File: config.mk
export PLATFORM = sky130hd
export DESIGN_NAME = palette_writer
export DESIGN_NICKNAME = d
export VERILOG_FILES = /design/src/logic/vdp_regs_pkg.sv /design/src/logic/vdp_bus_pkg.sv /design/src/logic/palette_writer.sv
export SDC_FILE = /design/constraint.sdc
export NUM_CORES = 1
export LEC_CHECK = 0
export ABC_AREA = 1
export ABC_CLOCK_PERIOD_IN_PS = 2800
export BUFFER_PORTS_ARGS = -buffer_cell sky130_fd_sc_hd__buf_2
export CORE_MARGIN = 2
export CORE_UTILIZATION = 40
export DETAILED_ROUTE_END_ITERATION = 10
export GPL_TIMING_DRIVEN = 0
export PLACE_DENSITY = 0.67
export SKIP_CTS_REPAIR_TIMING = 1
export SYNTH_ARGS = -nofsm -noshare
export SYNTH_HDL_FRONTEND = slang
export SYNTH_SLANG_ARGS = --single-unit
File: constraint.sdc
create_clock -name CLK21M -period 2.8 [get_ports CLK21M]
set_input_delay 0.56 -clock CLK21M [delete_from_list [all_inputs] [get_ports CLK21M]]
set_output_delay 0.56 -clock CLK21M [all_outputs]
set_load 0.03 [all_outputs]
File: src/logic/vdp_regs_pkg.sv
// VDP register definitions
// Register numbers, control register fields and screen mode encoding
`default_nettype none

package vdp_regs_pkg;

    typedef logic [5:0] reg_num_t;
    typedef logic [7:0] reg_data_t;

    // Register numbers owned by this block
    localparam reg_num_t R_MODE0     = 6'd0;
    localparam reg_num_t R_MODE1     = 6'd1;
    localparam reg_num_t R_NAME      = 6'd2;
    localparam reg_num_t R_COLOR     = 6'd7;
    localparam reg_num_t R_MODE2     = 6'd8;
    localparam reg_num_t R_MODE3     = 6'd9;
    localparam reg_num_t R_STAT_SEL  = 6'd15;
    localparam reg_num_t R_PAL_SEL   = 6'd16;
    localparam reg_num_t R_IND_SEL   = 6'd17;
    localparam reg_num_t R_HINT_LINE = 6'd19;

    typedef enum logic [3:0] {
        MODE_NONE,
        TEXT1, TEXT1Q, TEXT2,
        MULTI, MULTIQ,
        GRAPHIC1, GRAPHIC2, GRAPHIC3, GRAPHIC4,
        GRAPHIC5, GRAPHIC6, GRAPHIC7
    } screen_mode_e;

    // Control register fields seen by the display side
    typedef struct packed {
        logic       r0_hsync_int_en;
        logic       r1_sp_size;
        logic       r1_sp_zoom;
        logic       r1_bl_clks;
        logic       r1_vsync_int_en;
        logic       r1_disp_on;
        logic [6:0] r2_pt_nam_addr;
        reg_data_t  r7_frame_col;
        logic       r8_sp_off;
        logic       r8_col0_on;
        logic       r9_pal_mode;
        logic       r9_interlace_mode;
        logic       r9_y_dots;
        reg_data_t  r19_hsync_int_line;
    } ctrl_regs_t;

    typedef struct packed {
        screen_mode_e screen;
        logic         is_high_res;
        logic         sp_mode2;
        logic         vram_interleave;
    } mode_flags_t;

endpackage

`default_nettype wire

File: src/logic/vdp_bus_pkg.sv
// VDP host bus definitions
// CPU request, register write, status input and palette types
`default_nettype none

package vdp_bus_pkg;

    import vdp_regs_pkg::*;

    typedef logic [1:0] port_t;
    typedef logic [3:0] pal_idx_t;
    typedef logic [1:0] dot_state_t;

    localparam port_t P_VRAM = 2'd0;
    localparam port_t P_CTRL = 2'd1;
    localparam port_t P_PAL  = 2'd2;
    localparam port_t P_IND  = 2'd3;

    typedef struct packed {
        logic      req;
        logic      wrt;
        port_t     adr;
        reg_data_t dbo;
    } cpu_req_t;

    // One register write, valid for a single cycle
    typedef struct packed {
        logic      valid;
        reg_num_t  num;
        reg_data_t data;
    } reg_wr_t;

    typedef struct packed {
        logic       vsync_int_n;
        logic       hsync_int_n;
        logic       sp_collision;
        logic       sp_over;
        logic [4:0] sp_over_num;
        logic       tr;
        logic       vd;
        logic       hd;
        logic       bd;
        logic       field;
        logic       ce;
        logic [4:0] vdp_id;
    } status_in_t;

    typedef struct packed {
        reg_data_t rb;
        reg_data_t g;
    } pal_entry_t;

endpackage

`default_nettype wire

File: src/logic/palette_writer.sv
// Palette writer
// Pairs the port 2 bytes and commits each entry in an odd dot state
`timescale 1ns/1ps
`default_nettype none

module palette_writer
    import vdp_regs_pkg::*;
    import vdp_bus_pkg::*;
(
    input  logic       CLK21M,
    input  logic       RESET,
    input  reg_wr_t    reg_wr,
    input  logic       pal_byte_valid,
    input  reg_data_t  pal_byte,
    input  dot_state_t dot_state,
    output logic       pal_we,
    output pal_idx_t   pal_wr_idx,
    output pal_entry_t pal_wr_data
);

    pal_idx_t  pal_num;
    logic      second_byte;
    reg_data_t rb_byte;
    logic      wr_req;
    logic      wr_ack;
    logic      odd_dot;

    // Display side leaves the palette free in states 01 and 10
    assign odd_dot = (dot_state == 2'b01) || (dot_state == 2'b10);

    always_ff @(posedge CLK21M or posedge RESET) begin
        if (RESET) begin
            pal_num     <= '0;
            second_byte <= 1'b0;
            wr_req      <= 1'b0;
            wr_ack      <= 1'b0;
            pal_we      <= 1'b0;
        end else begin
            if (reg_wr.valid && reg_wr.num == R_PAL_SEL) begin
                pal_num     <= reg_wr.data[3:0];
                second_byte <= 1'b0;
            end else if (pal_byte_valid) begin
                second_byte <= ~second_byte;
                if (second_byte) begin
                    wr_req  <= ~wr_ack;
                    pal_num <= pal_num + 4'd1;
                end
            end
            pal_we <= odd_dot && (wr_req != wr_ack);
            if (odd_dot && wr_req != wr_ack) begin
                wr_ack <= ~wr_ack;
            end
        end
    end

    // Entry is taken whole once green arrives
    always_ff @(posedge CLK21M) begin
        if (pal_byte_valid) begin
            if (!second_byte) begin
                rb_byte <= pal_byte;
            end else begin
                pal_wr_data <= '{rb: rb_byte, g: pal_byte};
                pal_wr_idx  <= pal_num;
            end
        end
    end

endmodule

`default_nettype wire

==> results_dict.tcl <==
set metrics [dict create \
    cts_max_level 2 \
    die_area_mm2 0.00381 \
    path_max_fanout 1 \
    antenna_found_initial 0 \
    ys_warn_count 0 \
    wl_per_cell_um 10.0 \
    synthTopCellsByArea "edfxtp_1 63%, dfrtp_1 15%, nand2_1 4.5%, nand3_1 4.1%, inv_1 3.1%" \
    finalCritPeriodShare 0.522 \
    coreArea_mm2 0.00310 \
    cts-buffers-inserted 5 \
    yosysMostFrequentCell "edfxtp_1" \
    hold_viol_final 0 \
    ys_types 19 \
    overflow 0 \
    worstSetupStartpointType "register" \
    cp_slowest_stage_delay_ns 0.38 \
    vias 821 \
    antenna_left 0 \
    power_mw 1.33 \
    synth_edf_count 28 \
    rsz0062_at_grt "no" \
    cpMaxStageDelayCell "edfxtp_1" \
    cts_tree "built" \
    sw_frac_of_total 0.288 \
    status "finished clean" \
    critPathBufInv 1 \
    p_leak_nw 0.760 \
    tns_ns 0 \
    cts.path.max_buffers 2 \
    setup_ws_ns 1.34 \
    dp_hpwl_um 1430 \
    clock-sinks 36 \
    cp.arrival_ns 0.90 \
    synth_nets 122 \
    fmax_mhz 684 \
    synth-simple-area-share 0.145 \
    wirelength_um 1900 \
    drt-initial-drc-count 9 \
    syn_inst 93 \
    slew_headroom 0.573 \
    synth_seq_area_share 0.781 \
    synth_compound_area_frac 0.0113 \
    port_buffers 44 \
    final.min_clock_period_ns 1.46 \
    p_int_uw 946 \
    die_width_um 61.7 \
    cts_root_buffer "clkbuf_4" \
    num_antenna_cells 0 \
    fillers 282 \
    crit_type "reg -> out" \
    share_comb_of_total_power 0.190 \
    synth_top_family_by_area "simple AND/OR/NAND/NOR gates" \
    synthMuxAreaShare 0 \
    dp_slack_ns 1.19 \
    drive_gt1_frac 0.414 \
    synthTopCellsByCount "28 x edfxtp_1, 16 x nand2_1, 11 x inv_1, 11 x nand3_1, 8 x dfrtp_1" \
    syn_to_final_growth_pct 26.7 \
    slew_violations 0 \
    drcViolationCount 0 \
    p_seq_frac 0.546 \
    synth_area_per_cell_um2 14.3 \
    start_util 0.429 \
    grt_use_total 0.115 \
    p_per_area_mw_per_mm2 787 \
    clock_latency_ns 0.33 \
    async_flop_share 0.222 \
    crit_chain "buf_2" \
    drt_pass1_iterations 4 \
    maxCapViolations 0 \
    whs_ns 0.155 \
    gp_congestion 0.735 \
    boundaryPins 49 \
    clkPwrFrac 0.265 \
    ys.flop_type "edfxtp_1" \
    ir_drop_v 0.000437 \
    nets 173 \
    rrSetupSlack_ns 1.50 \
    grt_pass1_wl_um 3060 \
    grt_max_degree 27 \
    finClkSkew_ns 0.00699 \
    fp.dieH_um 61.7 \
    clkTransAtPathRegs_ns 0.11 \
    synth_xor_area_frac 0.0131 \
    synth_fa_ha_area_frac 0.00939 \
    viasPerCell 4.34 \
    end_kind "output pin" \
    grt_pass1_vias 742 \
    synth.cell_area_mm2 0.00133 \
    critPathRequiredTime_ns 2.24 \
    setup_viol 0 \
    rows 20 \
    hp-class "in -> async" \
    synth-seq-cells 36 \
    synth_top_area_cell "edfxtp_1" \
    p_sw_uw 382 \
    crit_family "flip-flops" \
    yosysTopAreaCellShare 0.631 \
    tightestPinTransition_ns 0.638 \
]
==> state kept, by name, indices dropped and copies added (netlist names) <==
signal and count:
pal_wr_data 16, pal_num 4, pal_wr_idx 4, wr_req 1, pal_we 1, second_byte 1, wr_ack 1, rb_byte 8
==> through the flow <==
step	utilization	instance area [um^2]	cells
after floorplan	-	1330	93
after global placement	0.518	1610	181
after detailed placement	0.518	1610	181
after CTS	0.544	1690	189
after global routing	0.544	1690	189
final	0.544	1690	189
==> power by group through the flow <==
| stage | Sequential (mW) | Combinational [mW] | Clock [mW] |
|---|---|---|---|
| 2_1_floorplan | 0.795 | 0.120 | 0 |
| 3_3_place_gp | 0.734 | 0.248 | 0 |
| 3_5_place_dp | 0.738 | 0.256 | 0 |
| 4_1_cts | 0.726 | 0.257 | 0.364 |
| 5_1_grt | 0.738 | 0.289 | 0.384 |
| 6_report | 0.725 | 0.252 | 0.351 |
==> worst paths after layout <==
path	start	end	cells after the start
max	pal_wr_data[5]$_DFFE_PP_	pal_wr_data[5]	1
min	RESET	pal_we$_DFF_PP0_	2
max reg2reg	second_byte$_DFFE_PP0P_	rb_byte[1]$_DFFE_PP_	1
min reg2reg	rb_byte[3]$_DFFE_PP_	pal_wr_data[11]$_DFFE_PP_	0
max in group asynchronous	RESET	pal_num[2]$_DFFE_PP0P_	2
min in group CLK21M	pal_byte[6]	rb_byte[6]$_DFFE_PP_	1
==> final cells by class <==
type,instances,area (um^2),area share
Sequential cell,36,1040,0.617
Multi-Input combinational cell,44,238,0.141
Timing Repair Buffer,44,220,0.130
Tap cell,44,55.1,0.0326
Inverter,13,53.8,0.0319
Clock inverter,3,42.5,0.0252
Clock buffer,5,37.5,0.0222
==> cell usage in the layout (no fill, tap or decap), types with 2 or more instances in the layout <==
cell type / Yosys / routed
edfxtp_1: 28 / 28
nor2_1: 3 / 3
nand3_1: 11 / 11
inv_1: 11 / 11
clkbuf_4: 0 / 5
nand2_2: 3 / 3
dfrtp_1: 8 / 8
nor2_4: 2 / 2
buf_2: 0 / 44
nand2_1: 16 / 16
==> layer usage <==
layer  vias to the layer above  part of all wire  GRT usage
li1                        418                 -          -
met1                       355              0.45      0.131
met2                        43              0.42      0.179
met3                         5              0.10     0.0621
met4                         0             0.017     0.0547
met5                         -                 0          0
==> cell families after synthesis <==
kind of cell,Yosys count
DFF,36
and+or+nand+nor,38
AOI/OAI and AO/OA,3
buffers and inverters,13
adders and majority gates,1
xor gates and xnor gates,2
Note: power is estimated with default switching activity, not from simulation.
