### src/logic/vdp_regs_pkg.sv
// VDP register definitions
// Register numbers, control register fields and screen mode encoding
`default_nettype none

package vdp_regs_pkg;

    typedef logic [5:0] reg_num_t;
    typedef logic [7:0] reg_data_t;

    // Register numbers owned by this block
    localparam reg_num_t R_MODE0     = 6'd0;
    localparam reg_num_t R_MODE1     = 6'd1;
    localparam reg_num_t R_NAME      = 6'd2;
    localparam reg_num_t R_COLOR     = 6'd7;
    localparam reg_num_t R_MODE2     = 6'd8;
    localparam reg_num_t R_MODE3     = 6'd9;
    localparam reg_num_t R_STAT_SEL  = 6'd15;
    localparam reg_num_t R_PAL_SEL   = 6'd16;
    localparam reg_num_t R_IND_SEL   = 6'd17;
    localparam reg_num_t R_HINT_LINE = 6'd19;

    typedef enum logic [3:0] {
        MODE_NONE,
        TEXT1, TEXT1Q, TEXT2,
        MULTI, MULTIQ,
        GRAPHIC1, GRAPHIC2, GRAPHIC3, GRAPHIC4,
        GRAPHIC5, GRAPHIC6, GRAPHIC7
    } screen_mode_e;

    // Control register fields seen by the display side
    typedef struct packed {
        logic       r0_hsync_int_en;
        logic       r1_sp_size;
        logic       r1_sp_zoom;
        logic       r1_bl_clks;
        logic       r1_vsync_int_en;
        logic       r1_disp_on;
        logic [6:0] r2_pt_nam_addr;
        reg_data_t  r7_frame_col;
        logic       r8_sp_off;
        logic       r8_col0_on;
        logic       r9_pal_mode;
        logic       r9_interlace_mode;
        logic       r9_y_dots;
        reg_data_t  r19_hsync_int_line;
    } ctrl_regs_t;

    typedef struct packed {
        screen_mode_e screen;
        logic         is_high_res;
        logic         sp_mode2;
        logic         vram_interleave;
    } mode_flags_t;

endpackage

`default_nettype wire

### src/logic/vdp_bus_pkg.sv
// VDP host bus definitions
// CPU request, register write, status input and palette types
`default_nettype none

package vdp_bus_pkg;

    import vdp_regs_pkg::*;

    typedef logic [1:0] port_t;
    typedef logic [3:0] pal_idx_t;
    typedef logic [1:0] dot_state_t;

    localparam port_t P_VRAM = 2'd0;
    localparam port_t P_CTRL = 2'd1;
    localparam port_t P_PAL  = 2'd2;
    localparam port_t P_IND  = 2'd3;

    typedef struct packed {
        logic      req;
        logic      wrt;
        port_t     adr;
        reg_data_t dbo;
    } cpu_req_t;

    // One register write, valid for a single cycle
    typedef struct packed {
        logic      valid;
        reg_num_t  num;
        reg_data_t data;
    } reg_wr_t;

    typedef struct packed {
        logic       vsync_int_n;
        logic       hsync_int_n;
        logic       sp_collision;
        logic       sp_over;
        logic [4:0] sp_over_num;
        logic       tr;
        logic       vd;
        logic       hd;
        logic       bd;
        logic       field;
        logic       ce;
        logic [4:0] vdp_id;
    } status_in_t;

    typedef struct packed {
        reg_data_t rb;
        reg_data_t g;
    } pal_entry_t;

endpackage

`default_nettype wire

### src/logic/status_reader.sv
// Status read path
// Returns S0-S2 on port 1 reads and raises the interrupt clear pulses
`timescale 1ns/1ps
`default_nettype none

module status_reader
    import vdp_regs_pkg::*;
    import vdp_bus_pkg::*;
(
    input  logic       CLK21M,
    input  logic       RESET,
    input  cpu_req_t   bus,
    input  logic       stat_rd,
    input  reg_wr_t    reg_wr,
    input  status_in_t status,
    output reg_data_t  dbi,
    output logic       clr_vsync_int,
    output logic       clr_hsync_int
);

    logic [3:0] stat_sel;
    logic       hint_wr;

    // R19 write, or R0 write enabling the line interrupt
    assign hint_wr = reg_wr.valid && ((reg_wr.num == R_HINT_LINE) ||
                     (reg_wr.num == R_MODE0 && reg_wr.data[4]));

    always_ff @(posedge CLK21M or posedge RESET) begin
        if (RESET) begin
            stat_sel      <= '0;
            dbi           <= '0;
            clr_vsync_int <= 1'b0;
            clr_hsync_int <= 1'b0;
        end else begin
            if (reg_wr.valid && reg_wr.num == R_STAT_SEL) begin
                stat_sel <= reg_wr.data[3:0];
            end
            if (bus.req && !bus.wrt) begin
                if (bus.adr == P_CTRL) begin
                    case (stat_sel)
                        4'd0: dbi <= {~status.vsync_int_n, status.sp_over,
                                      status.sp_collision, status.sp_over_num};
                        4'd1: dbi <= {2'b00, status.vdp_id, ~status.hsync_int_n};
                        4'd2: dbi <= {status.tr, status.vd, status.hd, status.bd,
                                      2'b11, status.field, status.ce};
                        default: dbi <= '0;
                    endcase
                end else begin
                    dbi <= '1;
                end
            end
            clr_vsync_int <= stat_rd && (stat_sel == 4'd0);
            clr_hsync_int <= (stat_rd && stat_sel == 4'd1) || hint_wr;
        end
    end

endmodule

`default_nettype wire

### config.mk
export PLATFORM = sky130hd
export DESIGN_NAME = status_reader
export DESIGN_NICKNAME = d
export VERILOG_FILES = /design/src/logic/vdp_regs_pkg.sv /design/src/logic/vdp_bus_pkg.sv /design/src/logic/status_reader.sv
export SDC_FILE = /design/constraint.sdc
export NUM_CORES = 1
export LEC_CHECK = 0
export BUFFER_PORTS_ARGS = -buffer_cell sky130_fd_sc_hd__buf_4
export CORE_AREA = 2 2 45 57
export DETAILED_ROUTE_END_ITERATION = 16
export DIE_AREA = 0 0 47 59
export PLACE_DENSITY = 0.69
export SETUP_SLACK_MARGIN = 0.3
export SLEW_MARGIN = 20
export SYNTH_ARGS = -nofsm -noshare
export SYNTH_HDL_FRONTEND = slang
export SYNTH_SLANG_ARGS = --single-unit
### constraint.sdc
create_clock -name CLK21M -period 1.2 [get_ports CLK21M]
set_input_delay 0.36 -clock CLK21M [delete_from_list [all_inputs] [get_ports CLK21M]]
set_output_delay 0.36 -clock CLK21M [all_outputs]
set_load 0.02 [all_outputs]
==> reports/results.md <==
| Stage | Quantity | Value |
|---|---|---|
| grt | Pin count of the biggest net entering global routing | 15 |
| layout | Share of layout cells above drive strength 1 | 64.4% |
| grt | Global-route wire length before repair | 3310 um |
| synthesis | Mapped Cells | 67 |
| timing | Max-slew violation total from the final report | 0 |
| setup path | Critical path endpoint category | flop |
| floorplan | Die footprint | 2770 um2 |
| layout | Post-synthesis to final-layout area growth | 98.4% |
| setup path | Worst R2R End | dbi[0]$_DFFE_PP0P_ |
| layout | Most common cell after layout, fill and taps aside | sky130_fd_sc_hd__buf_4 |
| timing | Setup repair after global routing missed its margin | yes |
| synthesis | Post-synth EDFFs | 0 |
| worst hold path | Worst Hold Class | in2async |
| synthesis | Synth top area cells | sky130_fd_sc_hd__dfrtp_1, sky130_fd_sc_hd__a22oi_1, sky130_fd_sc_hd__mux2_1, sky130_fd_sc_hd__a31oi_1, sky130_fd_sc_hd__nand2_1 |
| clocking | CTS tree | done |
| grt | Overflow left after global routing | 0 |
| routing | Via count | 759 |
| timing | Worst slew margin relative to its limit | 60.3% |
| timing | Final setup violating endpoints | 7 |
| setup path | Arr. time, crit path | 1.47 ns |
| routing | Antenna violation net count after detailed routing | 0 |
| synthesis | Number of synthesized register bits | 14 |
| power and ir drop | Cell area power density | 1080 nW/um2 |
| setup path | Worst path required time | 1.41 ns |
| routing | Per-cell routed wire length | 12.6 um |
| timing | F_max | 793 MHz |
| clocking | Number of buffers inserted for hold repair after clock tree synthesis | 0 |
| layout | Most frequent cells in the layout | sky130_fd_sc_hd__buf_4, sky130_fd_sc_hd__buf_6, sky130_fd_sc_hd__dfrtp_1 |
| routing | Final routed wirelength across all metal layers | 2090 um |
| routing | Vias/cell | 4.57 |
| timing | Max Clock Skew | 0.00506 ns |
| clocking | Maximum level of the CTS H-tree | 1 |
| synthesis | Yosys top cell area share | 50.1% |
| run | Maximum capacitance violations | 0 |
| synthesis | Synthesized area | 699 um2 |
| clocking | Number of clock sinks seen by CTS | 14 |
| placement | Instance area after placement | 1190 um2 |
| routing | Number of DRC violations after detailed-routing iteration 0 | 12 |
| power and ir drop | Worst supply voltage drop on vdd | 0.852 mV |
| setup path | Element type at the critical path start | flop |
| layout | Core Util, Final | 63.4% |
| synthesis | Average size of a mapped cell | 10.4 um2 |
| synthesis | Async set or reset register ratio after synthesis | 100% |
| timing | Minimum period implied by the final worst setup slack | 1.26 ns |
| grt | Initial antenna violation count | 0 |
| floorplan | Floorplan die height | 59 um |
| timing | Hold Worst Slack | 0.109 ns |
| placement | Post-detailed-placement half-perimeter wirelength | 1600 um |
| timing | Setup TNS Final | -0.232 ns |
| power and ir drop | Static Leak | 0.653 nW |
| outcome | Failing checks | setup timing |
| timing | Transition time at the pin with the least slew margin | 0.595 ns |
| floorplan | Standard-cell row count | 19 |
| routing | Count of TritonRoute iterations in the first routing pass | 4 |
| synthesis | Count of warnings emitted by yosys | 0 |
| floorplan | Count of pins on the block boundary | 60 |
| timing | Final hold viol count | 0 |
| synthesis | Nets in the synthesized netlist | 117 |
| setup path | Setup Crit Path Kind | reg2reg |
| clocking | Worst-skew pair later-pin latency | 0.29 ns |
| placement | Routability-driven placement congestion ratio | 0.650 |
| setup path | Logic depth of the worst register-to-register path | 4 |
| synthesis | Sequential element share of the synthesized area | 50.1% |
| timing | Crit path setup slack, layout | -0.0611 ns |
| synthesis | Cell type with the largest total area after synthesis | sky130_fd_sc_hd__dfrtp_1 |
| routing | DRC violations left | 0 |
| outcome | Outcome | complete, but fails checks |
| power and ir drop | Power consumption | 1.49 mW |
| grt | Total global-route track usage | 16.8% |
| layout | Layout net count | 186 |
| clocking | CTS clk-pin slew, worst paths | 0.09 ns |
| grt | Via count of the first global-routing pass | 793 |
| setup path | Largest driver fanout on the critical path | 7 |
| layout | Antenna diode count | 0 |
| setup path | Reg-to-reg slack, setup | -0.06 ns |
| layout | Final instance area | 1390 um2 |
| synthesis | Most used flip-flop cell after synthesis | sky130_fd_sc_hd__dfrtp_1 |
| clocking | Clock Tree Buf Depth | 2 |
| floorplan | Starting density of the core | 32.0% |
| placement | I/O Buffers | 48 |
| clocking | Root Driver | sky130_fd_sc_hd__clkbuf_4 |
| clocking | Clock buffer count from CTS | 3 |
| floorplan | Horizontal die dimension | 47 um |
| setup path | Reg-to-Reg Start | stat_sel[2]$_DFFE_PP0P_ |
| synthesis | Number of distinct library cells after synthesis | 18 |
| timing | Final clock period utilization by the worst path | 105% |
| floorplan | Placeable core region | 2190 um2 |
## critical path, stage by stage (launching register included)
cell and delay [ns]:
sky130_fd_sc_hd__dfrtp_2 0.48, sky130_fd_sc_hd__nor4b_4 0.29, sky130_fd_sc_hd__buf_6 0.17, sky130_fd_sc_hd__a22oi_1 0.07, sky130_fd_sc_hd__a31oi_1 0.17
## where the power goes
part           internal [mW]  switching [mW]
sequential             0.526          0.0623
clock                  0.185           0.168
combinational          0.333           0.220
## flip-flops by register name, summed over array words and instances, names as in the netlist
signal and flops:
clr_hsync_int 1, stat_sel 4, dbi 8, clr_vsync_int 1
## cell families after synthesis
logic type,share of synthesized area [%]
multiplexers,6.44
buffers and inverters,2.15
AND/OR/NAND/NOR,25.9
flip-flops,50.1
AO/OA/AOI/OAI,15.4
## how the worst max path moves through the flow
stage                                       start                       to  cells after the start
after floorplan                        reg_wr[13]  stat_sel[0]$_DFFE_PP0P_                      3
after global placement                 reg_wr[13]  stat_sel[3]$_DFFE_PP0P_                      4
after detailed placement               reg_wr[13]  stat_sel[0]$_DFFE_PP0P_                      4
after CTS                 stat_sel[2]$_DFFE_PP0P_       dbi[0]$_DFFE_PP0P_                      4
after global routing      stat_sel[3]$_DFFE_PP0P_       dbi[1]$_DFFE_PP0P_                      4
final                     stat_sel[2]$_DFFE_PP0P_       dbi[0]$_DFFE_PP0P_                      4
## synthesized netlist by cell type (2+ instances only)
| cell | number |
|---|---|
| sky130_fd_sc_hd__a21oi_1 | 2 |
| sky130_fd_sc_hd__a22oi_1 | 6 |
| sky130_fd_sc_hd__a31oi_1 | 7 |
| sky130_fd_sc_hd__dfrtp_1 | 14 |
| sky130_fd_sc_hd__inv_1 | 3 |
| sky130_fd_sc_hd__mux2_1 | 4 |
| sky130_fd_sc_hd__nand2_1 | 11 |
| sky130_fd_sc_hd__nor2_1 | 8 |
| sky130_fd_sc_hd__nor2b_1 | 2 |
| sky130_fd_sc_hd__nor4b_2 | 2 |
## layout make-up
| class | instances | area (um2) |
|---|---|---|
| Sequential cell | 14 | 353 |
| Multi-Input combinational cell | 49 | 412 |
| Fill cell | 205 | 800 |
| Inverter | 3 | 11.3 |
| Timing Repair Buffer | 65 | 537 |
| Tap cell | 31 | 38.8 |
| Clock buffer | 4 | 36.3 |
## layer usage
layer | up-vias | GRT usage, % | wire length (um)
met5 | - | 0 | 0
met4 | 0 | 9.13 | 43
met3 | 4 | 3.96 | 176
met2 | 33 | 28.6 | 1110
met1 | 340 | 18.6 | 755
li1 | 382 | - | -
## timing repair
item | CTS | global route
endpoints found under the setup margin | 24 | 24
setup buffers | 6 | 3
pin swaps | 10 | 0
hold endpoints to repair | 0 | 0
gates resized for setup | 22 | 4
## through the flow
stage,instances,setup slack (ns)
finish,166,-0.0611
global route,166,-0.145
CTS,163,-0.0791
detailed placement,153,-0.315
global placement,153,-0.288
floorplan,67,-0.111
Power figures use the tool's default switching activity.
