**config.mk**
```make
export PLATFORM = sky130hd
export DESIGN_NAME = palette_bank
export DESIGN_NICKNAME = d
export VERILOG_FILES = /design/src/logic/vdp_regs_pkg.sv /design/src/logic/vdp_bus_pkg.sv /design/src/logic/palette_bank.sv
export SDC_FILE = /design/constraint.sdc
export NUM_CORES = 1
export LEC_CHECK = 0
export BUFFER_PORTS_ARGS = -buffer_cell sky130_fd_sc_hd__buf_2
export CORE_ASPECT_RATIO = 1.25
export CORE_MARGIN = 4
export CORE_UTILIZATION = 31
export CTS_CLUSTER_SIZE = 14
export DETAILED_ROUTE_END_ITERATION = 6
export PLACE_DENSITY = 0.47
export SLEW_MARGIN = 10
export SYNTH_ARGS = -nofsm -noshare
export SYNTH_HDL_FRONTEND = slang
export SYNTH_SLANG_ARGS = --single-unit
```
**constraint.sdc**
```tcl
create_clock -name CLK21M -period 1.76 [get_ports CLK21M]
set_clock_uncertainty 0.05 [all_clocks]
set_input_delay 0.088 -clock CLK21M [delete_from_list [all_inputs] [get_ports CLK21M]]
set_output_delay 0.088 -clock CLK21M [all_outputs]
set_load 0.01 [all_outputs]
```
**src/logic/vdp_regs_pkg.sv**
```systemverilog
// VDP register definitions
// Register numbers, control register fields and screen mode encoding
`default_nettype none

package vdp_regs_pkg;

    typedef logic [5:0] reg_num_t;
    typedef logic [7:0] reg_data_t;

    // Register numbers owned by this block
    localparam reg_num_t R_MODE0     = 6'd0;
    localparam reg_num_t R_MODE1     = 6'd1;
    localparam reg_num_t R_NAME      = 6'd2;
    localparam reg_num_t R_COLOR     = 6'd7;
    localparam reg_num_t R_MODE2     = 6'd8;
    localparam reg_num_t R_MODE3     = 6'd9;
    localparam reg_num_t R_STAT_SEL  = 6'd15;
    localparam reg_num_t R_PAL_SEL   = 6'd16;
    localparam reg_num_t R_IND_SEL   = 6'd17;
    localparam reg_num_t R_HINT_LINE = 6'd19;

    typedef enum logic [3:0] {
        MODE_NONE,
        TEXT1, TEXT1Q, TEXT2,
        MULTI, MULTIQ,
        GRAPHIC1, GRAPHIC2, GRAPHIC3, GRAPHIC4,
        GRAPHIC5, GRAPHIC6, GRAPHIC7
    } screen_mode_e;

    // Control register fields seen by the display side
    typedef struct packed {
        logic       r0_hsync_int_en;
        logic       r1_sp_size;
        logic       r1_sp_zoom;
        logic       r1_bl_clks;
        logic       r1_vsync_int_en;
        logic       r1_disp_on;
        logic [6:0] r2_pt_nam_addr;
        reg_data_t  r7_frame_col;
        logic       r8_sp_off;
        logic       r8_col0_on;
        logic       r9_pal_mode;
        logic       r9_interlace_mode;
        logic       r9_y_dots;
        reg_data_t  r19_hsync_int_line;
    } ctrl_regs_t;

    typedef struct packed {
        screen_mode_e screen;
        logic         is_high_res;
        logic         sp_mode2;
        logic         vram_interleave;
    } mode_flags_t;

endpackage

`default_nettype wire

```
**src/logic/vdp_bus_pkg.sv**
```systemverilog
// VDP host bus definitions
// CPU request, register write, status input and palette types
`default_nettype none

package vdp_bus_pkg;

    import vdp_regs_pkg::*;

    typedef logic [1:0] port_t;
    typedef logic [3:0] pal_idx_t;
    typedef logic [1:0] dot_state_t;

    localparam port_t P_VRAM = 2'd0;
    localparam port_t P_CTRL = 2'd1;
    localparam port_t P_PAL  = 2'd2;
    localparam port_t P_IND  = 2'd3;

    typedef struct packed {
        logic      req;
        logic      wrt;
        port_t     adr;
        reg_data_t dbo;
    } cpu_req_t;

    // One register write, valid for a single cycle
    typedef struct packed {
        logic      valid;
        reg_num_t  num;
        reg_data_t data;
    } reg_wr_t;

    typedef struct packed {
        logic       vsync_int_n;
        logic       hsync_int_n;
        logic       sp_collision;
        logic       sp_over;
        logic [4:0] sp_over_num;
        logic       tr;
        logic       vd;
        logic       hd;
        logic       bd;
        logic       field;
        logic       ce;
        logic [4:0] vdp_id;
    } status_in_t;

    typedef struct packed {
        reg_data_t rb;
        reg_data_t g;
    } pal_entry_t;

endpackage

`default_nettype wire

```
**src/logic/palette_bank.sv**
```systemverilog
// Palette RAM bank
// 16 by 8 single port RAM, write wins the shared address
`timescale 1ns/1ps
`default_nettype none

module palette_bank
    import vdp_regs_pkg::*;
    import vdp_bus_pkg::*;
(
    input  logic      CLK21M,
    input  logic      we,
    input  pal_idx_t  wr_idx,
    input  pal_idx_t  rd_idx,
    input  reg_data_t wdata,
    output reg_data_t rdata
);

    reg_data_t mem [16];
    pal_idx_t  adr;

    assign adr = we ? wr_idx : rd_idx;

    always_ff @(posedge CLK21M) begin
        if (we) begin
            mem[adr] <= wdata;
        end
        rdata <= mem[adr];
    end

endmodule

`default_nettype wire

```
==> impl_metrics.ini, run 1 <==
[logic_synthesis]
syn-cell-area_um2 = 5370
synth_cells = 340
syn_nets = 358
yosysWarnings = 0
avgSynthCellArea_um2 = 15.8
synth_seq_cells = 136
ys_seq_area_frac = 0.746
synth.distinct_cells = 28

[setup_path]
crit_required_ns = 1.98
worstReg2RegEnd = rdata[5]$_DFF_P_
slowest_stage = or4_1
timing.rr.start = mem[6][5]$_DFFE_PP_
slowest_delay_ns = 0.47
setup.worst_path.end = rdata[5]$_DFF_P_
crit_path_start_kind = input port
ff2ff_setup_slack_ns = 0.33
reg2regPathDepth = 3
worst_ep_arrival_time_ns = 1.77
crit_type = in -> reg
critPathMaxFanout = 21
crit_start = we
crit_chain = buf_2 > mux2i_4 > buf_12 > buf_4 > mux2i_1 > o22ai_1 > or4_1
end_kind = flip-flop

[place]
dp.cells = 611
place.gp.congestion = 0.779
numPortBuffers = 25
place_hpwl_mm = 9.01

[routing]
post_drt_wl_per_cell_um = 20.2
drt_iter0_drc = 260
first_pass_iters = 5
vias_per_cell = 4.91
drc = 0
vias = 3157
finalWirelength_mm = 13.0
antenna_left = 0

[grt]
grt_pass1_wl_mm = 19.9
grt-ovfl-total = 0
antenna_found_initial = 0
grt_usage = 0.138
grt_max_degree = 22
grt_pass1_vias = 3237

[sta]
final_max_slew_viol_count = 0
clock.fmax_mhz = 646
setup_viol = 0
fin_crit_ns = 1.55
rsz0062_at_grt = false
period_share = 0.879
hold_viol_final = 0
tightestPinTransition_ns = 0.728
setup_tns_ns = 0
relSlewSlack = 0.511

[clock_network]
path_clk_slew_ns = 0.06
htreeDepth = 4
cts_buffer_depth = 2
cts-resized-gates = 0
cts-root-buf = clkbuf_16
cts_hold_buf = 0
cts_sinks = 136
post_cts_buffers = 0
worstSkewPairLatency_ns = 0.40
cts_tree = built
cts-buffers-inserted = 17

[final_layout]
layout_common_cells = 128 x edfxtp_1, 64 x o21ai_0, 36 x buf_4
layout-drive-gt1-share = 0.255
fin_cells = 643
layout.nets = 428
antenna_cells = 0
multiInputGateArea_um2 = 1240
final_common_cell = edfxtp_1
regArea_um2 = 4000
fill_cells = 1543
area_growth_pct = 25.2

[run_status]
status = finished clean

[power_and_ir_drop]
p_per_area_nw_per_um2 = 1150
p_leak_nw = 2.30
ir_drop_v = 0.000625

[floorplanning]
num_rows = 53
io_pins = 26
start_util = 0.317
die_w_um = 126
die_area_um2 = 19500
core-area_um2 = 16900
dieHeight_um = 155

[job]
cap_violations = 0

[worst_hold_path]
worstHoldPathType = in -> reg
[state kept, by name (all words and copies together) (netlist names)]
name	cells
rdata	8
mem	128
[per-stage QoR]
stage | utilization | hold slack [ns] | cell area, um^2 | power [W] | worst slack, ns
3_5_place_dp | 0.362 | 0.437 | 6120 | 0.00426 | -0.243
2_1_floorplan | - | 0.137 | 5370 | 0.00398 | 0.0318
4_1_cts | 0.397 | 0.0208 | 6720 | 0.00784 | 0.204
5_1_grt | 0.397 | 0.0288 | 6720 | 0.00803 | 0.0924
6_report | 0.397 | 0.0369 | 6720 | 0.00775 | 0.212
3_3_place_gp | 0.362 | 0.435 | 6120 | 0.00426 | -0.183
[per-layer routing]
| layer | up-vias | track usage | wire (um) |
|---|---|---|---|
| li1 | 1505 | - | - |
| met1 | 1609 | 0.172 | 5640 |
| met2 | 38 | 0.242 | 6990 |
| met3 | 5 | 0.0244 | 266 |
| met4 | 0 | 0.0429 | 111 |
| met5 | - | 0 | 0 |
[cells by family after synthesis]
family	Yosys count	share of synthesized area
buffers and inverters	21	0.0242
AO/OA/AOI/OAI	102	0.114
multiplexers	35	0.0662
flip-flops	136	0.746
AND/OR/NAND/NOR	46	0.0494
[cell usage after synthesis]
master	n	area, um^2
nand3_1	1	5.00
mux2i_1	33	330
nor3_1	2	10.0
edfxtp_1	128	3840
nor3b_1	4	30.0
o22ai_1	16	100
nor2_1	20	75.1
mux2_2	1	11.3
clkbuf_1	8	30.0
and3_1	2	12.5
mux2i_2	1	13.8
and3b_4	1	12.5
buf_2	3	15.0
nor2b_1	1	6.26
a41oi_1	16	140
o21ai_0	64	320
o21ai_2	4	35.0
dfxtp_1	8	160
or4_1	8	60.1
a21oi_1	1	5.00
buf_6	5	56.3
nand2_1	1	3.75
buf_4	2	15.0
and3b_1	4	35.0
inv_1	1	3.75
a22oi_2	1	12.5
clkbuf_2	2	10.0
nand3b_1	2	15.0
[how the worst min path moves through the flow]
| stage | startpoint | to | slack, ns | cells after the start |
|---|---|---|---|---|
| final | wdata[2] | mem[6][2]$_DFFE_PP_ | 0.04 | 1 |
| after global routing | wdata[2] | mem[0][2]$_DFFE_PP_ | 0.03 | 1 |
| after CTS | wdata[2] | mem[7][2]$_DFFE_PP_ | 0.02 | 1 |
| after detailed placement | rdata[3]$_DFF_P_ | rdata[3] | 0.44 | 1 |
| after global placement | rdata[3]$_DFF_P_ | rdata[3] | 0.44 | 1 |
| after floorplan | wdata[0] | mem[0][0]$_DFFE_PP_ | 0.14 | 0 |
[report_power, final]
part           total, W  internal, W  switching [W]
Combinational  0.000521     0.000218       0.000303
Sequential      0.00366      0.00364      0.0000286
Clock           0.00356      0.00227        0.00129
[critical path: cells and delay by family]
family / cells / cell delay (ns)
simple gates: 1 / 0.47
buf+inv: 3 / 0.61
mux: 2 / 0.48
compound gates: 1 / 0.10
[final cells by class]
type	count	area share
sequential	136	0.596
multi-input combinational	183	0.185
timing repair buffer	71	0.0886
clock buffer	21	0.0670
tap	220	0.0410
clock inverter	11	0.0222
inverter	1	0.000559
No activity file was read; power rests on OpenSTA's default activity.
==> run 2: changes to the inputs <==
- clock period: 1.76 -> 1.3 ns (I/O delays scaled with it)
==> impl_metrics.ini, run 2 (synthesis gave the netlist of run 1 again) <==
[final_layout]
layout_common_cells = 128 x edfxtp_1, 41 x o21ai_0, 30 x buf_4
regMostFlops = mem
layout-drive-gt1-share = 0.368
layout.nets = 443
top_regs = mem x128, rdata x8
design_area_um2 = 7380
largest_register_ffs = 128
antenna_cells = 0
multiInputGateArea_um2 = 1520
fill_cells = 1493
regArea_um2 = 4000
area_growth_pct = 37.4
final_common_cell = edfxtp_1

[routing]
finalWirelength_mm = 13.7
post_drt_wl_per_cell_um = 20.8
drt_iter0_drc = 215
vias_per_cell = 4.98
drc = 0
antenna_left = 0
first_pass_iters = 4
vias = 3277

[run_status]
status = finished, violations left
violations = negative setup slack

[sta]
setup_ws_ns = -0.103
rsz0062_at_grt = true
tightestPinTransition_ns = 0.461
hold_viol_final = 0
relSlewSlack = 0.692
period_share = 1.08
final_max_slew_viol_count = 0
setup_viol = 8
setup_tns_ns = -0.398
clock.fmax_mhz = 713
fin_crit_ns = 1.40

[setup_path]
critPathMaxFanout = 6
crit_required_ns = 1.53
end_kind = flip-flop
worstReg2RegEnd = rdata[0]$_DFF_P_
ff2ff_setup_slack_ns = -0.06
setup.worst_path.end = rdata[3]$_DFF_P_
reg2regPathDepth = 3
timing.rr.start = mem[14][0]$_DFFE_PP_
worst_ep_arrival_time_ns = 1.63
crit_start = we
crit_path_start_kind = input port
crit_type = in -> reg

[power_and_ir_drop]
ir_drop_v = 0.000779
p_per_area_nw_per_um2 = 1490
p_leak_nw = 2.48

[clock_network]
cts_sinks = 136
cts-buffers-inserted = 17
cts_tree = built
worstSkewPairLatency_ns = 0.41
htreeDepth = 4
cts-root-buf = clkbuf_16
path_clk_slew_ns = 0.06
cts_buffer_depth = 2

[floorplanning]
die_area_um2 = 19500
dieHeight_um = 155
io_pins = 26
start_util = 0.317
num_rows = 53
core-area_um2 = 16900
die_w_um = 126

[grt]
grt_max_degree = 20
grt-ovfl-total = 0
antenna_found_initial = 1
grt_pass1_vias = 3444
grt_pass1_wl_mm = 20.8
grt_usage = 0.143

[job]
cap_violations = 0

[place]
dpl_cell_area_um2 = 6430
place.gp.congestion = 0.739
numPortBuffers = 25
place_hpwl_mm = 9.58

[worst_hold_path]
worstHoldPathType = in -> reg
hp-start = wdata[3]
-- run 2: worst min-delay path by stage --
stage / end / depth (start not counted)
detailed placement: mem[12][1]$_DFFE_PP_ / 1
finish: mem[2][3]$_DFFE_PP_ / 1
CTS: mem[0][5]$_DFFE_PP_ / 1
global placement: mem[12][1]$_DFFE_PP_ / 1
global route: mem[0][3]$_DFFE_PP_ / 1
floorplan: mem[0][0]$_DFFE_PP_ / 0
-- run 2: repair_timing --
item / CTS / global route
buffers inserted: 6 / 2
hold buffers: 3 / 0
endpoints found under the hold margin: 37 / 0
pin swaps: 9 / 14
endpoints found under the setup margin: 8 / 8
gates resized for setup: 29 / 33
gates cloned: 2 / 1
-- run 2: layer usage --
| metal | wire, um | global-route usage | part of all wire | vias up |
|---|---|---|---|---|
| met4 | 242 | 0.0511 | 0.018 | 2 |
| met3 | 295 | 0.0271 | 0.022 | 17 |
| met5 | 7 | 0 | 0.00051 | - |
| li1 | - | - | - | 1541 |
| met1 | 5330 | 0.163 | 0.39 | 1668 |
| met2 | 7800 | 0.267 | 0.57 | 49 |
-- run 2: area by class of cell --
| cell class | count | share of cell area |
|---|---|---|
| repair buffers | 86 | 0.126 |
| clock inverters | 9 | 0.0220 |
| inverters | 1 | 0.000509 |
| multi-input cells | 183 | 0.206 |
| flip-flops and latches | 136 | 0.543 |
| well taps | 220 | 0.0373 |
| clock buffers | 23 | 0.0648 |
-- run 2: critical path, stage by stage --
cell     delay [ns]
buf_12         0.09
mux2i_4        0.29
buf_6          0.16
buf_12         0.13
buf_6          0.09
mux2i_1        0.17
o22ai_1        0.09
or4_1          0.53
-- run 2: where the power goes --
part           switching, W  internal (W)  total, W
Combinational      0.000501      0.000420  0.000920
Sequential        0.0000471       0.00492   0.00497
Clock               0.00172       0.00338   0.00511
-- run 2: stage by stage --
stage | hold slack [ns] | worst slack, ns | utilization | std cells | total power [W]
after floorplan | 0.114 | -0.306 | - | 340 | 0.00544
after global placement | 0.403 | -0.676 | 0.380 | 615 | 0.00586
after detailed placement | 0.415 | -0.654 | 0.380 | 615 | 0.00587
after CTS | 0.0146 | -0.0548 | 0.432 | 658 | 0.0111
after global routing | 0.0160 | -0.134 | 0.436 | 658 | 0.0113
final | 0.0137 | -0.103 | 0.436 | 658 | 0.0110
==> run 3: changes to the inputs <==
- RECOVER_POWER: default -> 100
- SLEW_MARGIN: 10 -> 20
==> impl_metrics.ini, run 3 (synthesis gave the netlist of run 1 again) <==
[floorplanning]
io_pins = 26
num_rows = 53
die_area_um2 = 19500
die_w_um = 126
start_util = 0.317
core-area_um2 = 16900
dieHeight_um = 155

[job]
cap_violations = 0

[setup_path]
end_kind = flip-flop
ff2ff_setup_slack_ns = -0.06
crit_type = in -> reg
critPathMaxFanout = 6
crit_required_ns = 1.53
worst_ep_arrival_time_ns = 1.63
crit_path_start_kind = input port

[final_layout]
top_regs = mem x128, rdata x8
largest_register_ffs = 128
final_common_cell = edfxtp_1
layout-drive-gt1-share = 0.317
regMostFlops = mem
layout_common_cells = 128 x edfxtp_1, 41 x o21ai_0, 28 x mux2i_1
area_growth_pct = 34.2
layout.nets = 443
fin_cells = 658
antenna_cells = 0

[sta]
setup_tns_ns = -0.594
hold_viol_final = 0
clock.fmax_mhz = 714
tightestPinTransition_ns = 0.769
whs_ns = 0.186
final_max_slew_viol_count = 0
rsz0062_at_grt = true
setup_ws_ns = -0.100
period_share = 1.08
relSlewSlack = 0.487
setup_viol = 14
fin_crit_ns = 1.40

[power_and_ir_drop]
p_leak_nw = 2.40
ir_drop_v = 0.000778
power.total_w = 0.0109
p_per_area_nw_per_um2 = 1520

[clock_network]
htreeDepth = 4
cts_sinks = 136
cts-root-buf = clkbuf_16
cts_tree = built
cts-buffers-inserted = 17
path_clk_slew_ns = 0.06
cts_buffer_depth = 2
worstSkewPairLatency_ns = 0.41

[run_status]
violations = negative setup slack
status = finished, violations left

[routing]
drt-met1-wl_mm = 5.39
antenna_left = 0
finalWirelength_mm = 13.7
highest_layer = met5
drc = 0
vias_per_cell = 5.00
drt_iter0_drc = 216
post_drt_wl_per_cell_um = 20.8
first_pass_iters = 4
wl_met3_um = 293
vias = 3292
wl_met2_mm = 7.74

[grt]
antenna_found_initial = 1
grt_pass1_vias = 3444
grt_usage = 0.143
grt_max_degree = 20
grt_pass1_wl_mm = 20.8
grt-ovfl-total = 0

[place]
place_hpwl_mm = 9.58
numPortBuffers = 25
dp.cells = 615
place.gp.congestion = 0.739

[worst_hold_path]
worstHoldPathType = in -> reg
run 3: cell count changes in the layout (fill, tap and decap cells not counted), moves of 5 or more:
cell	previous run	this run
buf_12	24	15
buf_4	30	25
buf_2	23	7
clkbuf_1	3	20
clkbuf_2	0	6
clkbuf_4	0	5
run 3: where the power goes:
part           internal, W  switching [W]  leakage [nW]
Combinational     0.000384       0.000491         0.866
Clock              0.00338        0.00171         0.308
Sequential         0.00493      0.0000478          1.22
Total              0.00869        0.00225          2.40
run 3: final cells by class:
type | instances | area, um^2
fillers | 1520 | 9710
flip-flops and latches | 136 | 4000
multi-input cells | 183 | 1480
repair buffers | 86 | 800
clock buffers | 23 | 478
well taps | 220 | 275
clock inverters | 9 | 163
inverters | 1 | 3.75
run 3: per-stage QoR:
| stage | instance area (um^2) | util | setup slack, ns |
|---|---|---|---|
| 2_1_floorplan | 5540 | - | -0.306 |
| 3_3_place_gp | 6430 | 0.380 | -0.676 |
| 3_5_place_dp | 6430 | 0.380 | -0.654 |
| 4_1_cts | 7300 | 0.432 | -0.0548 |
| 5_1_grt | 7200 | 0.426 | -0.134 |
| 6_report | 7200 | 0.426 | -0.100 |
run 3: repair_timing:
| action | in CTS | in global routing |
|---|---|---|
| hold endpoints to repair | 37 | 0 |
| hold buffers | 3 | 0 |
| setup buffers | 6 | 2 |
| pin swaps | 9 | 14 |
| gates cloned | 2 | 1 |
| resized for setup | 29 | 33 |
| endpoints found under the setup margin | 8 | 8 |
run 3: path summary, 6_finish.rpt:
path / start / to / cells after the start
worst max-delay path: we / rdata[3]$_DFF_P_ / 8
worst min-delay path: wdata[3] / mem[2][3]$_DFFE_PP_ / 1
worst max register to register: mem[14][0]$_DFFE_PP_ / rdata[0]$_DFF_P_ / 3
worst min register to register: mem[5][1]$_DFFE_PP_ / rdata[1]$_DFF_P_ / 3
run 3: critical path, cell delays in order:
cell	delay, ns
buf_12	0.08
mux2i_4	0.28
buf_6	0.16
buf_12	0.13
buf_6	0.09
mux2i_1	0.17
o22ai_1	0.09
or4_1	0.53
run 3: metal layers:
layer / track usage / up-vias
li1: - / 1541
met1: 0.163 / 1688
met2: 0.267 / 42
met3: 0.0271 / 19
met4: 0.0511 / 2
met5: 0 / -
